==> config.mk <==
export PLATFORM = sky130hd
export DESIGN_NAME = axis_matmul_top
export DESIGN_NICKNAME = d
export VERILOG_FILES = /design/src/mm_pkg.sv /design/src/axis_fifo.sv /design/src/shared_scratchpad.sv /design/src/operand_loader.sv /design/src/dot_product_engine.sv /design/src/result_drainer.sv /design/src/job_sequencer.sv /design/src/axis_matmul_top.sv
export SDC_FILE = /design/constraint.sdc
export NUM_CORES = 2
export LEC_CHECK = 0
export BUFFER_PORTS_ARGS = -buffer_cell sky130_fd_sc_hd__buf_2
export CAP_MARGIN = 20
export CORE_MARGIN = 4
export CORE_UTILIZATION = 45
export DETAILED_ROUTE_END_ITERATION = 10
export PLACE_DENSITY_LB_ADDON = 0.2
export RECOVER_POWER = 50
export SETUP_SLACK_MARGIN = 0.02
export SLEW_MARGIN = 20
export SYNTH_ARGS = -nofsm -noshare
export SYNTH_HDL_FRONTEND = slang
export SYNTH_SLANG_ARGS = --single-unit
==> constraint.sdc <==
create_clock -name aclk -period 7.7 [get_ports aclk]
set_input_delay 0.385 -clock aclk [delete_from_list [all_inputs] [get_ports aclk]]
set_output_delay 0.385 -clock aclk [all_outputs]
set_load 0.05 [all_outputs]
==> src/mm_pkg.sv <==
// Shared matrix sizes, Q8.8 formats and scratchpad layout, imported by every accelerator block
package mm_pkg;

    localparam int ELEM_W = 16; // Q8.8 element
    localparam int FRAC_W = 8;
    localparam int LANES  = 4;  // Elements per word
    localparam int WORD_W = ELEM_W * LANES;

    localparam int I_ROWS = 4;
    localparam int W_ROWS = 4;  // Also the columns of C

    // Scratchpad map: I rows, then W rows, then C rows
    localparam int ADDR_W  = 4;
    localparam int IN_BASE = 0;
    localparam int W_BASE  = IN_BASE + I_ROWS;
    localparam int C_BASE  = W_BASE + W_ROWS;

    localparam int CNT_W = 4;   // Enough for a fill of up to 15 words

    // One scratchpad word, seen as a stream beat or as four elements
    typedef union packed {
        logic [WORD_W-1:0]             raw;
        logic [LANES-1:0][ELEM_W-1:0]  lanes; // Lane 0 in bits 15:0
    } sp_word_u;

endpackage

==> src/axis_fifo.sv <==
// Small synchronous stream FIFO with a last flag and fill count, used on all three stream ports
`timescale 1ns/1ps

module axis_fifo #(
    parameter int DEPTH = 8
) (
    input  logic                      aclk,
    input  logic                      aresetn,
    input  logic [mm_pkg::WORD_W-1:0] in_data,
    input  logic                      in_valid,
    output logic                      in_ready,
    input  logic                      in_last,
    output logic [mm_pkg::WORD_W-1:0] out_data,
    output logic                      out_valid,
    input  logic                      out_ready,
    output logic                      out_last,
    output logic [mm_pkg::CNT_W-1:0]  fill
);
    import mm_pkg::*;

    localparam int PTR_W = $clog2(DEPTH);

    logic [WORD_W-1:0] mem_data [DEPTH];
    logic              mem_last [DEPTH];
    logic [PTR_W-1:0]  wr_ptr;
    logic [PTR_W-1:0]  rd_ptr;
    logic              live;     // Set one cycle after reset is released
    logic              push;
    logic              pop;

    assign in_ready  = live && (fill != CNT_W'(DEPTH));
    assign out_valid = (fill != '0);
    assign out_data  = mem_data[rd_ptr];
    assign out_last  = mem_last[rd_ptr];
    assign push      = in_valid && in_ready;
    assign pop       = out_valid && out_ready;

    always_ff @(posedge aclk)
    begin
        if (!aresetn)
        begin
            live   <= 1'b0;
            wr_ptr <= '0;
            rd_ptr <= '0;
            fill   <= '0;
        end
        else
        begin
            live <= 1'b1;
            if (push)
                wr_ptr <= (wr_ptr == PTR_W'(DEPTH - 1)) ? '0 : wr_ptr + 1'b1;
            if (pop)
                rd_ptr <= (rd_ptr == PTR_W'(DEPTH - 1)) ? '0 : rd_ptr + 1'b1;
            if (push && !pop)
                fill <= fill + 1'b1;
            else if (pop && !push)
                fill <= fill - 1'b1;
        end
    end

    always_ff @(posedge aclk)
    begin
        if (push)
        begin
            mem_data[wr_ptr] <= in_data;
            mem_last[wr_ptr] <= in_last;
        end
    end

endmodule

==> src/shared_scratchpad.sv <==
// Operand and result memory shared by loader, engine and drainer through a fixed-priority arbiter
`timescale 1ns/1ps

module shared_scratchpad (
    input  logic                      aclk,
    input  logic                      aresetn,
    input  logic                      ld_req,
    input  logic                      ld_we,
    input  logic [mm_pkg::ADDR_W-1:0] ld_addr,
    input  mm_pkg::sp_word_u          ld_wdata,
    output logic                      ld_gnt,
    output mm_pkg::sp_word_u          ld_rdata,
    input  logic                      en_req,
    input  logic                      en_we,
    input  logic [mm_pkg::ADDR_W-1:0] en_addr,
    input  mm_pkg::sp_word_u          en_wdata,
    output logic                      en_gnt,
    output mm_pkg::sp_word_u          en_rdata,
    input  logic                      dr_req,
    input  logic                      dr_we,
    input  logic [mm_pkg::ADDR_W-1:0] dr_addr,
    input  mm_pkg::sp_word_u          dr_wdata,
    output logic                      dr_gnt,
    output mm_pkg::sp_word_u          dr_rdata
);
    import mm_pkg::*;

    localparam int SP_WORDS = C_BASE + I_ROWS;

    sp_word_u          mem [SP_WORDS];
    sp_word_u          rdata_q;
    logic              sel_we;
    logic [ADDR_W-1:0] sel_addr;
    sp_word_u          sel_wdata;
    logic              any_gnt;

    // Drainer first, then engine, then loader
    assign dr_gnt  = dr_req;
    assign en_gnt  = en_req && !dr_req;
    assign ld_gnt  = ld_req && !dr_req && !en_req;
    assign any_gnt = dr_gnt || en_gnt || ld_gnt;

    always_comb
    begin
        sel_we    = ld_we;
        sel_addr  = ld_addr;
        sel_wdata = ld_wdata;
        if (dr_gnt)
        begin
            sel_we    = dr_we;
            sel_addr  = dr_addr;
            sel_wdata = dr_wdata;
        end
        else if (en_gnt)
        begin
            sel_we    = en_we;
            sel_addr  = en_addr;
            sel_wdata = en_wdata;
        end
    end

    always_ff @(posedge aclk)
    begin
        if (any_gnt && sel_we)
            mem[sel_addr] <= sel_wdata;
    end

    always_ff @(posedge aclk)
    begin
        if (!aresetn)
            rdata_q <= '0;
        else if (any_gnt && !sel_we)
            rdata_q <= mem[sel_addr]; // Valid one cycle after the grant
    end

    // Only the peer granted last cycle samples this
    assign ld_rdata = rdata_q;
    assign en_rdata = rdata_q;
    assign dr_rdata = rdata_q;

endmodule

==> src/operand_loader.sv <==
// Copies four I rows and four W rows from the input FIFOs into the scratchpad on each load start
`timescale 1ns/1ps

module operand_loader (
    input  logic                      aclk,
    input  logic                      aresetn,
    input  logic                      start,
    output logic                      done,
    input  logic [mm_pkg::WORD_W-1:0] i_data,
    input  logic                      i_valid,
    output logic                      i_ready,
    input  logic [mm_pkg::WORD_W-1:0] w_data,
    input  logic                      w_valid,
    output logic                      w_ready,
    output logic                      ld_req,
    output logic                      ld_we,
    output logic [mm_pkg::ADDR_W-1:0] ld_addr,
    output mm_pkg::sp_word_u          ld_wdata,
    input  logic                      ld_gnt
);
    import mm_pkg::*;

    localparam int LAST_BEAT = I_ROWS + W_ROWS - 1;
    localparam int BEAT_W    = $clog2(I_ROWS + W_ROWS);

    logic              busy;
    logic [BEAT_W-1:0] beat;    // Counts I rows first and then W rows
    logic              w_phase;

    assign w_phase = (beat >= BEAT_W'(I_ROWS));
    assign ld_req  = busy && (w_phase ? w_valid : i_valid);
    assign ld_we   = 1'b1;
    assign ld_addr = ADDR_W'(IN_BASE) + ADDR_W'(beat); // W rows follow the I rows

    // Pop only on the granted write
    assign i_ready = busy && !w_phase && ld_gnt;
    assign w_ready = busy && w_phase && ld_gnt;

    always_comb
    begin
        ld_wdata.raw = w_phase ? w_data : i_data;
    end

    always_ff @(posedge aclk)
    begin
        if (!aresetn)
        begin
            busy <= 1'b0;
            beat <= '0;
            done <= 1'b0;
        end
        else
        begin
            done <= 1'b0;
            if (start)
            begin
                busy <= 1'b1;
                beat <= '0;
            end
            else if (ld_gnt)
            begin
                if (beat == BEAT_W'(LAST_BEAT))
                begin
                    busy <= 1'b0;
                    done <= 1'b1; // All eight rows written
                end
                else
                    beat <= beat + 1'b1;
            end
        end
    end

endmodule

==> src/dot_product_engine.sv <==
// Computes C = I * W^T in Q8.8 from scratchpad rows and writes each packed C row back
`timescale 1ns/1ps

module dot_product_engine (
    input  logic                      aclk,
    input  logic                      aresetn,
    input  logic                      start,
    output logic                      done,
    output logic                      en_req,
    output logic                      en_we,
    output logic [mm_pkg::ADDR_W-1:0] en_addr,
    output mm_pkg::sp_word_u          en_wdata,
    input  logic                      en_gnt,
    input  mm_pkg::sp_word_u          en_rdata
);
    import mm_pkg::*;

    localparam logic [2:0] S_IDLE   = 3'd0;
    localparam logic [2:0] S_RD_I   = 3'd1;
    localparam logic [2:0] S_WAIT_I = 3'd2;
    localparam logic [2:0] S_RD_W   = 3'd3;
    localparam logic [2:0] S_WAIT_W = 3'd4;
    localparam logic [2:0] S_WR_C   = 3'd5;

    localparam int ROW_W = $clog2(I_ROWS);
    localparam int COL_W = $clog2(W_ROWS);
    localparam int ACC_W = 2 * ELEM_W + $clog2(LANES);

    logic [2:0]              state;
    logic [ROW_W-1:0]        row;
    logic [COL_W-1:0]        col;
    sp_word_u                i_row;   // Cached I row
    sp_word_u                c_row;   // C row being built
    logic signed [ACC_W-1:0] acc;
    logic signed [ACC_W-1:0] scaled;

    // Full-width sum of the four lane products
    always_comb
    begin
        acc = '0;
        for (int k = 0; k < LANES; k++)
        begin
            acc = acc + $signed(i_row.lanes[k]) * $signed(en_rdata.lanes[k]);
        end
    end

    assign scaled = acc >>> FRAC_W; // Low 16 bits kept, wraps on overflow

    assign en_req   = (state == S_RD_I) || (state == S_RD_W) || (state == S_WR_C);
    assign en_we    = (state == S_WR_C);
    assign en_wdata = c_row;

    always_comb
    begin
        case (state)
            S_RD_I:  en_addr = ADDR_W'(IN_BASE) + ADDR_W'(row);
            S_WR_C:  en_addr = ADDR_W'(C_BASE) + ADDR_W'(row);
            default: en_addr = ADDR_W'(W_BASE) + ADDR_W'(col);
        endcase
    end

    always_ff @(posedge aclk)
    begin
        if (!aresetn)
        begin
            state <= S_IDLE;
            row   <= '0;
            col   <= '0;
            done  <= 1'b0;
        end
        else
        begin
            done <= 1'b0;
            case (state)
                S_IDLE:
                begin
                    if (start)
                    begin
                        state <= S_RD_I;
                        row   <= '0;
                        col   <= '0;
                    end
                end
                S_RD_I:   if (en_gnt) state <= S_WAIT_I;
                S_WAIT_I: state <= S_RD_W;
                S_RD_W:   if (en_gnt) state <= S_WAIT_W;
                S_WAIT_W:
                begin
                    if (col == COL_W'(W_ROWS - 1))
                        state <= S_WR_C;
                    else
                    begin
                        col   <= col + 1'b1;
                        state <= S_RD_W;
                    end
                end
                S_WR_C:
                begin
                    if (en_gnt)
                    begin
                        col <= '0;
                        if (row == ROW_W'(I_ROWS - 1))
                        begin
                            state <= S_IDLE;
                            done  <= 1'b1;
                        end
                        else
                        begin
                            row   <= row + 1'b1;
                            state <= S_RD_I;
                        end
                    end
                end
                default: state <= S_IDLE;
            endcase
        end
    end

    always_ff @(posedge aclk)
    begin
        if (state == S_WAIT_I)
            i_row <= en_rdata;
        if (state == S_WAIT_W)
            c_row.lanes[col] <= scaled[ELEM_W-1:0]; // Column c lands in lane c
    end

endmodule

==> src/result_drainer.sv <==
// Reads the four C rows from the scratchpad and offers them to the output FIFO, last on row 3
`timescale 1ns/1ps

module result_drainer (
    input  logic                      aclk,
    input  logic                      aresetn,
    input  logic                      start,
    output logic                      done,
    output logic                      dr_req,
    output logic                      dr_we,
    output logic [mm_pkg::ADDR_W-1:0] dr_addr,
    output mm_pkg::sp_word_u          dr_wdata,
    input  logic                      dr_gnt,
    input  mm_pkg::sp_word_u          dr_rdata,
    output logic [mm_pkg::WORD_W-1:0] o_data,
    output logic                      o_valid,
    input  logic                      o_ready,
    output logic                      o_last
);
    import mm_pkg::*;

    localparam logic [1:0] S_IDLE  = 2'd0;
    localparam logic [1:0] S_RD    = 2'd1;
    localparam logic [1:0] S_WAIT  = 2'd2;
    localparam logic [1:0] S_OFFER = 2'd3;

    localparam int ROW_W = $clog2(I_ROWS);

    logic [1:0]       state;
    logic [ROW_W-1:0] row;
    logic             last_row;
    sp_word_u         beat;     // Held while the FIFO is full

    assign last_row = (row == ROW_W'(I_ROWS - 1));

    assign dr_req   = (state == S_RD);
    assign dr_we    = 1'b0;     // Read-only peer
    assign dr_addr  = ADDR_W'(C_BASE) + ADDR_W'(row);
    assign dr_wdata = '0;

    assign o_valid = (state == S_OFFER);
    assign o_data  = beat.raw;
    assign o_last  = o_valid && last_row;
    assign done    = o_valid && o_ready && last_row;

    always_ff @(posedge aclk)
    begin
        if (!aresetn)
        begin
            state <= S_IDLE;
            row   <= '0;
        end
        else
        begin
            case (state)
                S_IDLE:
                begin
                    if (start)
                    begin
                        state <= S_RD;
                        row   <= '0;
                    end
                end
                S_RD:   if (dr_gnt) state <= S_WAIT;
                S_WAIT: state <= S_OFFER;
                default:
                begin
                    if (o_ready)
                    begin
                        state <= last_row ? S_IDLE : S_RD;
                        row   <= row + 1'b1;
                    end
                end
            endcase
        end
    end

    always_ff @(posedge aclk)
    begin
        if (state == S_WAIT)
            beat <= dr_rdata;
    end

endmodule

==> src/job_sequencer.sv <==
// Issues load, compute and drain start pulses so loading overlaps draining but not computing
`timescale 1ns/1ps

module job_sequencer (
    input  logic                     aclk,
    input  logic                     aresetn,
    input  logic [mm_pkg::CNT_W-1:0] i_fill,
    input  logic [mm_pkg::CNT_W-1:0] w_fill,
    output logic                     load_start,
    input  logic                     load_done,
    output logic                     compute_start,
    input  logic                     compute_done,
    output logic                     drain_start,
    input  logic                     drain_done
);
    import mm_pkg::*;

    // Operand slot state
    localparam logic [1:0] OP_FREE    = 2'd0;
    localparam logic [1:0] OP_LOADING = 2'd1;
    localparam logic [1:0] OP_READY   = 2'd2;
    localparam logic [1:0] OP_BUSY    = 2'd3;  // Engine is using the operands

    logic [1:0] op_state;
    logic       drain_busy;
    logic       fills_ok;

    assign fills_ok = (i_fill >= CNT_W'(I_ROWS)) && (w_fill >= CNT_W'(W_ROWS));

    always_ff @(posedge aclk)
    begin
        if (!aresetn)
        begin
            op_state      <= OP_FREE;
            drain_busy    <= 1'b0;
            load_start    <= 1'b0;
            compute_start <= 1'b0;
            drain_start   <= 1'b0;
        end
        else
        begin
            load_start    <= 1'b0;
            compute_start <= 1'b0;
            drain_start   <= 1'b0;
            case (op_state)
                OP_FREE:
                begin
                    if (fills_ok)
                    begin
                        load_start <= 1'b1;
                        op_state   <= OP_LOADING;
                    end
                end
                OP_LOADING: if (load_done) op_state <= OP_READY;
                OP_READY:
                begin
                    if (!drain_busy) // C rows must be drained first
                    begin
                        compute_start <= 1'b1;
                        op_state      <= OP_BUSY;
                    end
                end
                default:
                begin
                    if (compute_done)
                    begin
                        drain_start <= 1'b1;
                        op_state    <= OP_FREE; // Next load may now begin
                    end
                end
            endcase
            if (compute_done)
                drain_busy <= 1'b1;
            else if (drain_done)
                drain_busy <= 1'b0;
        end
    end

endmodule

==> src/axis_matmul_top.sv <==
// Top level of the stream matrix-multiply accelerator: FIFOs, scratchpad, peers and sequencer
`timescale 1ns/1ps

module axis_matmul_top #(
    parameter int DEPTH = 8
) (
    input  logic                      aclk,
    input  logic                      aresetn,
    input  logic [mm_pkg::WORD_W-1:0] s_axis_i_tdata,
    input  logic                      s_axis_i_tvalid,
    output logic                      s_axis_i_tready,
    input  logic [mm_pkg::WORD_W-1:0] s_axis_w_tdata,
    input  logic                      s_axis_w_tvalid,
    output logic                      s_axis_w_tready,
    output logic [mm_pkg::WORD_W-1:0] m_axis_tdata,
    output logic                      m_axis_tvalid,
    input  logic                      m_axis_tready,
    output logic                      m_axis_tlast
);
    import mm_pkg::*;

    logic [WORD_W-1:0] i_data, w_data, o_data;
    logic              i_valid, i_ready, w_valid, w_ready;
    logic              o_valid, o_ready, o_last;
    logic [CNT_W-1:0]  i_fill, w_fill;

    logic              ld_req, ld_we, ld_gnt;
    logic [ADDR_W-1:0] ld_addr;
    sp_word_u          ld_wdata;
    logic              en_req, en_we, en_gnt;
    logic [ADDR_W-1:0] en_addr;
    sp_word_u          en_wdata, en_rdata;
    logic              dr_req, dr_we, dr_gnt;
    logic [ADDR_W-1:0] dr_addr;
    sp_word_u          dr_wdata, dr_rdata;

    logic load_start, load_done, compute_start, compute_done, drain_start, drain_done;

    axis_fifo #(.DEPTH(DEPTH)) i_fifo (
        .aclk(aclk), .aresetn(aresetn),
        .in_data(s_axis_i_tdata), .in_valid(s_axis_i_tvalid), .in_ready(s_axis_i_tready),
        .in_last(1'b0),
        .out_data(i_data), .out_valid(i_valid), .out_ready(i_ready), .out_last(),
        .fill(i_fill)
    );

    axis_fifo #(.DEPTH(DEPTH)) w_fifo (
        .aclk(aclk), .aresetn(aresetn),
        .in_data(s_axis_w_tdata), .in_valid(s_axis_w_tvalid), .in_ready(s_axis_w_tready),
        .in_last(1'b0),
        .out_data(w_data), .out_valid(w_valid), .out_ready(w_ready), .out_last(),
        .fill(w_fill)
    );

    axis_fifo #(.DEPTH(DEPTH)) o_fifo (
        .aclk(aclk), .aresetn(aresetn),
        .in_data(o_data), .in_valid(o_valid), .in_ready(o_ready), .in_last(o_last),
        .out_data(m_axis_tdata), .out_valid(m_axis_tvalid), .out_ready(m_axis_tready),
        .out_last(m_axis_tlast),
        .fill()
    );

    shared_scratchpad scratchpad (
        .aclk(aclk), .aresetn(aresetn),
        .ld_req(ld_req), .ld_we(ld_we), .ld_addr(ld_addr), .ld_wdata(ld_wdata),
        .ld_gnt(ld_gnt), .ld_rdata(),
        .en_req(en_req), .en_we(en_we), .en_addr(en_addr), .en_wdata(en_wdata),
        .en_gnt(en_gnt), .en_rdata(en_rdata),
        .dr_req(dr_req), .dr_we(dr_we), .dr_addr(dr_addr), .dr_wdata(dr_wdata),
        .dr_gnt(dr_gnt), .dr_rdata(dr_rdata)
    );

    operand_loader loader (
        .aclk(aclk), .aresetn(aresetn), .start(load_start), .done(load_done),
        .i_data(i_data), .i_valid(i_valid), .i_ready(i_ready),
        .w_data(w_data), .w_valid(w_valid), .w_ready(w_ready),
        .ld_req(ld_req), .ld_we(ld_we), .ld_addr(ld_addr), .ld_wdata(ld_wdata),
        .ld_gnt(ld_gnt)
    );

    dot_product_engine engine (
        .aclk(aclk), .aresetn(aresetn), .start(compute_start), .done(compute_done),
        .en_req(en_req), .en_we(en_we), .en_addr(en_addr), .en_wdata(en_wdata),
        .en_gnt(en_gnt), .en_rdata(en_rdata)
    );

    result_drainer drainer (
        .aclk(aclk), .aresetn(aresetn), .start(drain_start), .done(drain_done),
        .dr_req(dr_req), .dr_we(dr_we), .dr_addr(dr_addr), .dr_wdata(dr_wdata),
        .dr_gnt(dr_gnt), .dr_rdata(dr_rdata),
        .o_data(o_data), .o_valid(o_valid), .o_ready(o_ready), .o_last(o_last)
    );

    job_sequencer sequencer (
        .aclk(aclk), .aresetn(aresetn), .i_fill(i_fill), .w_fill(w_fill),
        .load_start(load_start), .load_done(load_done),
        .compute_start(compute_start), .compute_done(compute_done),
        .drain_start(drain_start), .drain_done(drain_done)
    );

endmodule

== After elaboration in Yosys (flattened, before gate mapping) ==
Memories as Yosys holds them, arrays and structs flattened. A register that Yosys moved wholly into a read port is not among the register bits.
Index checks and enable logic that the tools add are counted.
Storage, ports and cells
  flip-flop bits (word level): 246
  memory bits (writable): 2312
  bits of input ports: 133
  output and inout bits: 68
  memories: 5
Operators by class
  $add $sub $neg: 22
  $mul: 4
  order comparisons: 5
  eq/ne operators: 33
  mux-type cells: 77
  bitwise operators: 4
  reductions and logical operators: 76
Memories
  scratchpad.mem: depth 12, width 64, read ports 1, clocked after memory_dff 1, wr ports 1, RTL line shared_scratchpad.sv:30  | sp_word_u mem [SP_WORDS];
  i_fifo.mem_data: depth 8, width 64, read ports 1, clocked after memory_dff 1, wr ports 1, RTL line axis_fifo.sv:23  | logic [WORD_W-1:0] mem_data [DEPTH];
  o_fifo.mem_data: depth 8, width 64, read ports 1, clocked after memory_dff 1, wr ports 1, RTL line axis_fifo.sv:23
  w_fifo.mem_data: depth 8, width 64, read ports 1, clocked after memory_dff 1, wr ports 1, RTL line axis_fifo.sv:23
  o_fifo.mem_last: depth 8, width 1, read ports 1, clocked after memory_dff 1, wr ports 1, RTL line axis_fifo.sv:24  | logic mem_last [DEPTH];
Operators with widths (number)
  $mux 64: 3
  $mul 16x16->24: 4
  $add 24x24->24: 3
  $bwmux 64: 1
  $mux 3: 19
  $demux 16 s2: 1
  $mux 4: 8
  $logic_and 1x1->1: 29
  $eq 3x3->1 const B: 9
  $mux 2: 13
  $mux 1: 24
  $add 3x1->3 const B: 7
  $reduce_bool 4->1: 5
  $pmux 2 s3: 3
  $pmux 3 s6: 1
  $mux 16: 1
  $reduce_and 4->1: 4
  $reduce_bool 2->1: 8
  $ne 2x2->1 const B: 7
  $add 4x1->4 const B: 3
  $eq 2x2->1 const B: 6
  $ne 4x4->1 const B: 3
  $sub 4x1->4 const B: 3
  $logic_not 1->1: 11
  23 further kinds: 45

== Longest topological paths before layout ==
  depth after elaboration: 10
  gate-level depth with buffers: 28
  depth with buffers taken out: 27

== By module ==
From an unflattened synthesis, not the netlist that was laid out.
Unflattened totals
  cells, all modules: 8368
  area, all modules: 133357.9 um^2
By module, submodules not included
  axis_fifo: times used 3, cells an instance 829, area an instance 20191.9 um^2, sequential area each 15895.2 um^2
  dot_product_engine: times used 1, cells an instance 3390, area an instance 34591.9 um^2, sequential area each 4003.8 um^2
  shared_scratchpad: times used 1, cells an instance 2193, area an instance 34078.9 um^2, sequential area each 24343.3 um^2
  result_drainer: times used 1, cells an instance 168, area an instance 2737.6 um^2, sequential area each 2001.9 um^2
  operand_loader: times used 1, cells an instance 100, area an instance 1098.6 um^2, sequential area each 100.1 um^2
  job_sequencer: times used 1, cells an instance 29, area an instance 271.5 um^2, sequential area each 120.1 um^2
  axis_matmul_top: times used 1, cells an instance 1, area an instance 3.8 um^2, sequential area each 0.0 um^2

== Worst setup path before layout ==
OpenSTA, ideal clock, no wires.
  kind: reg2reg
  from: register i_fifo.fill[0] (netlist bit)
  to: memory i_fifo.mem_data[0][0] (netlist bit), enable pin
  setup time: 0.646 ns
  arrival: 8.305 ns
  data required time: 7.054 ns
  slack: -1.251 ns
  cell stages (with the launch flop): 5
  buffers on the path: 0
  cells stage by stage: dfxtp_1 > nor3_1 > a21boi_0 > nand2_1 > nor4_1
On the way
  word-level cells in the longest chain between the ends: 5
Ends and longest elaborated chain
  from (decl): RTL line axis_fifo.sv:17  | output logic [mm_pkg::CNT_W-1:0] fill
  from (signal assigned): RTL line axis_fifo.sv:55  | fill <= fill + 1'b1;
  from (signal assigned): RTL line axis_fifo.sv:57  | fill <= fill - 1'b1;
  $ne 4x4->1: RTL line axis_fifo.sv:31  | assign in_ready = live && (fill != CNT_W'(DEPTH));
  $logic_and 1x1->1: RTL line axis_fifo.sv:31
  net s_axis_i_tready: RTL line axis_matmul_top.sv:11  | output logic s_axis_i_tready,
  $logic_and 1x1->1: RTL line axis_fifo.sv:35  | assign push = in_valid && in_ready;
  $mux 1
  $mux 1 (not written as such): RTL line axis_fifo.sv:65  | mem_data[wr_ptr] <= in_data;
  to (decl): RTL line axis_fifo.sv:23
The timed path passes the listed nets, and every way through them passes these cells.

== Final worst setup path ==
  from: register engine.i_row[51] (netlist bit)
  to: register engine.c_row (netlist bit engine.en_wdata[47]) (data pin)
On the way
  word-level cells in the longest chain between the ends: 3
Ends and longest elaborated chain
  from (decl): RTL line dot_product_engine.sv:32  | sp_word_u i_row;
  from (signal assigned): RTL line dot_product_engine.sv:122  | i_row <= en_rdata;
  $mul 16x16->24: RTL line dot_product_engine.sv:43  | acc = acc + $signed(i_row.lanes[k]) * $signed(en_rdata.lanes[k]);
  $add 24x24->24: RTL line dot_product_engine.sv:43
  net engine.acc[23]: RTL line dot_product_engine.sv:34  | logic signed [ACC_W-1:0] acc;
  $bwmux 64: RTL line dot_product_engine.sv:124  | c_row.lanes[col] <= scaled[ELEM_W-1:0];
  to (decl): RTL line dot_product_engine.sv:33  | sp_word_u c_row;
The timed path passes the listed nets, and every way through them passes these cells.
A chain may end at the register's enable or synchronous reset.

==> results.cfg <==
[global_route]
grt.busiest_layer = met2
use_met1_pct = 30.3
grt.met2_usage_pct = 38.9
gr-total-overflow = 0
grt_max_degree = 129
grtUsageMet3_pct = 3.70
number_of_global_route_vias_before_repair = 72800
wire_length_of_the_first_global_routing_pass_mm = 496
antenna_found_initial = 42
grt.total_usage_pct = 22.9

[cts]
clock_sink_count = 2631
ctsLongestPathBuffers = 4
cts_root_buf = clkbuf_16
clk_pin_slew_worst_paths_ns = 0.06
clk_latency_ns = 0.92
cts-buffers-inserted = 282
cts_tree = built
htree_num_levels = 5

[yosys]
yosys.area_share.adder_pct = 16.1
ys_async_sr_fraction_pct = 0
synth.avg_cell_area_um2 = 17.0
ys_top_cells_by_count = edfxtp_1 (2,504), inv_1 (899), fa_1 (872)
synth_top_area_share_pct = 58.3
synth.ff_latch_count = 2631
synth_top_family_by_area = adder cells
syn_area_um2 = 129000
synthTopCellsByArea = edfxtp_1 (58%), fa_1 (14%), mux4_2 (10%)
number_of_enable_type_register_cells_in_the_synthesized_netlist = 2504
mux_contribution_to_synthesized_area_pct = 11.3
synthSimpleGateAreaFrac_pct = 5.22
postSynthNetCount = 8876
synth-compound-area-share_pct = 2.40
synth-seq-area-share_pct = 60.3
synth.lib_cells_used.distinct = 61
yosys_warnings = 0
synthesis.instances = 7608
synthMostInstantiatedCell = edfxtp_1
synth_top_flop_cell = edfxtp_1
largest_area_contributor_in_the_netlist = edfxtp_1
synthXorXnorAreaFrac_pct = 0.886

[timing]
rsz_0062_raised_after_global_routing = yes
fin_worst_skew_ns = 0.0874
slew_headroom_pct = -148
postLayoutSetupSlackWorst_ns = -0.419
final.period_utilization_pct = 105
setup_violations = 52
period_needed_ns = 8.12
setup_tns_ns = -11.70
timing_hold_violations_final = 0
report.final.slew_viol_count = 988
max_clock_freq_mhz = 123
worst-slew-pin-transition_ns = 3.72

[die]
core_area_um2 = 285000
dieArea_um2 = 295000
die_height_um = 543
io_pins = 201
fp-row-count = 196
floorplan.initialDensity_pct = 45.2
die_x_um = 543

[finish]
fillCellCount = 23300
drive_gt1_share_pct = 21.2
final_nets = 9690
layout-area-overhead-vs-synth_pct = 15.6

[outcome]
outcome = finished with violations
violations = capacitance limit, slew limit, setup timing

[routing]
routed_wl_mm = 335
drt-pass1-iter-count = 5
post_detailed_route_count_of_antenna_violating_nets = 0
initialDrtViolationCount = 5618
route.detailed.drc = 0
drt-vias-per-instance = 5.46
post_drt_wl_per_cell_um = 27.0
via_count = 67800

[power]
p_per_area_nw_per_um2 = 497
total_leakage_power_nw = 54.1
totalPowerFinal_w = 0.0741
power.ir.vdd_worst_uv = 2770

[setup_path]
worst-r2r-cell-count = 23
crit_arrival_ns = 8.74
timing_worst_setup_path_type = flop to flop
type_of_origin_of_the_critical_path = flop
worst_ep_required_time_ns = 8.32
crit_path_end_kind = flop
crit_path_max_fanout = 4

[placed_design]
gp_routability_congestion = 0.901
buffer_ports.inserted = 200
dpl.hpwl_mm = 225

[hold_path]
worst_min_delay_path_class = input port to flop
min_path_cells = 4

[run]
cap_violations = 34
worst max-delay path: stages, from the launching register on:
cell      delay (ns)
edfxtp_1        0.44
buf_4           0.17
buf_4           0.12
and2_1          0.16
fa_1            0.47
fa_2            0.56
fa_1            0.44
fa_1            0.50
inv_1           0.09
fa_1            0.49
fa_1            0.52
inv_1           0.06
fa_1            0.56
fa_1            0.46
fa_1            0.47
fa_1            0.55
ha_4            0.24
a21oi_4         0.17
a31oi_1         0.12
a21oi_1         0.17
o211ai_1        0.19
or4_4           0.49
a41o_1          0.29
xnor2_4         0.16
area by class of cell:
class                   count  area, µm²  share of cell area (%)
well taps                3762       4710                    3.16
diodes                     24       60.1                  0.0403
multi-input cells        3706      47200                    31.6
repair buffers            900       6860                    4.60
clock inverters           134       1390                   0.934
inverters                 901       3380                    2.27
clock buffers             370       7700                    5.17
flip-flops and latches   2631      77800                    52.2
metrics by stage:
stage | cells | area, µm² | utilization, % | setup WS, ns | hold WS [ns]
2_1_floorplan | 7608 | 129000 | - | 0.0268 | 0.411
3_3_place_gp | 11700 | 138000 | 48.4 | -0.758 | 0.456
3_5_place_dp | 11700 | 138000 | 48.4 | -0.786 | 0.458
4_1_cts | 12400 | 149000 | 52.3 | -0.446 | 0.0441
5_1_grt | 12400 | 149000 | 52.3 | -0.609 | 0.0918
6_report | 12400 | 149000 | 52.3 | -0.419 | 0.0805
cell usage in the layout, fill, tap and decap left out, types with 21 or more instances in the layout:
master	count
clkbuf_8	21
fa_1	815
clkinv_1	45
buf_6	23
nor2_1	25
o211a_1	64
and2_1	495
edfxtp_1	2504
buf_2	69
diode_2	24
a22oi_1	67
a21oi_1	96
mux2_2	71
clkbuf_1	262
inv_2	25
a211oi_1	52
dlygate4sd3_1	131
nand3_1	71
xnor2_1	88
ha_1	250
clkbuf_16	287
buf_12	49
a22o_1	58
inv_1	875
dfxtp_1	98
nor2b_1	107
mux4_2	578
buf_4	424
nand2b_1	30
nor3_1	27
clkinv_2	38
fa_2	57
nand2_1	476
mux2i_1	77
registers in the layout, indices dropped and copies added (netlist names), 3 cells and up, named ones only:
| signal | cells |
|---|---|
| scratchpad.mem | 768 |
| i_fifo.mem_data | 512 |
| o_fifo.mem_data | 512 |
| w_fifo.mem_data | 512 |
| drainer.o_data | 64 |
| engine.en_wdata | 64 |
| engine.i_row | 64 |
| scratchpad.dr_rdata | 64 |
| o_fifo.mem_last | 8 |
| i_fifo.fill | 4 |
| o_fifo.fill | 4 |
| w_fifo.fill | 4 |
| engine.state | 3 |
| i_fifo.rd_ptr | 3 |
| i_fifo.wr_ptr | 3 |
| loader.beat | 3 |
| o_fifo.rd_ptr | 3 |
| o_fifo.wr_ptr | 3 |
| w_fifo.rd_ptr | 3 |
| w_fifo.wr_ptr | 3 |
cells by family after synthesis:
family | after synthesis
xor gates and xnor gates | 121
DFF | 2631
muxes | 726
adders and majority gates | 1135
buffers and inverters | 1271
and+or+nand+nor | 1304
AOI/OAI and AO/OA | 420
layer usage:
layer	up-vias	routed length [µm]
met1	36100	136000
met5	-	197
met3	498	19400
met2	2019	168000
li1	29200	-
met4	32	12500
repair_timing:
| item | in CTS | in global routing |
|---|---|---|
| pin swaps | 32 | 45 |
| gates cloned | 0 | 0 |
| endpoints found under the hold margin | 1064 | 0 |
| hold buffers | 131 | 0 |
| buffers inserted | 31 | 20 |
| setup endpoints to repair | 64 | 64 |
| resized for setup | 103 | 98 |
power by group:
group          switching, W  total [W]  internal (W)
clock network       0.00558     0.0133       0.00773
registers          0.000286     0.0193        0.0190
logic                0.0234     0.0415        0.0182
path summary, 6_finish.rpt:
kind                                                      endpoint  slack [ns]                         startpoint
worst max-delay path                 engine.en_wdata[47]$_DFFE_PP_       -0.42         engine.i_row[51]$_DFFE_PP_
worst min-delay path                 i_fifo.wr_ptr[0]$_SDFFE_PN0P_        0.08                    s_axis_i_tvalid
worst max register to register       engine.en_wdata[47]$_DFFE_PP_       -0.42         engine.i_row[51]$_DFFE_PP_
worst min register to register  sequencer.compute_start$_SDFF_PN0_        0.48  sequencer.drain_busy$_SDFFE_PN0P_
No activity file was read; power rests on OpenSTA's default activity.
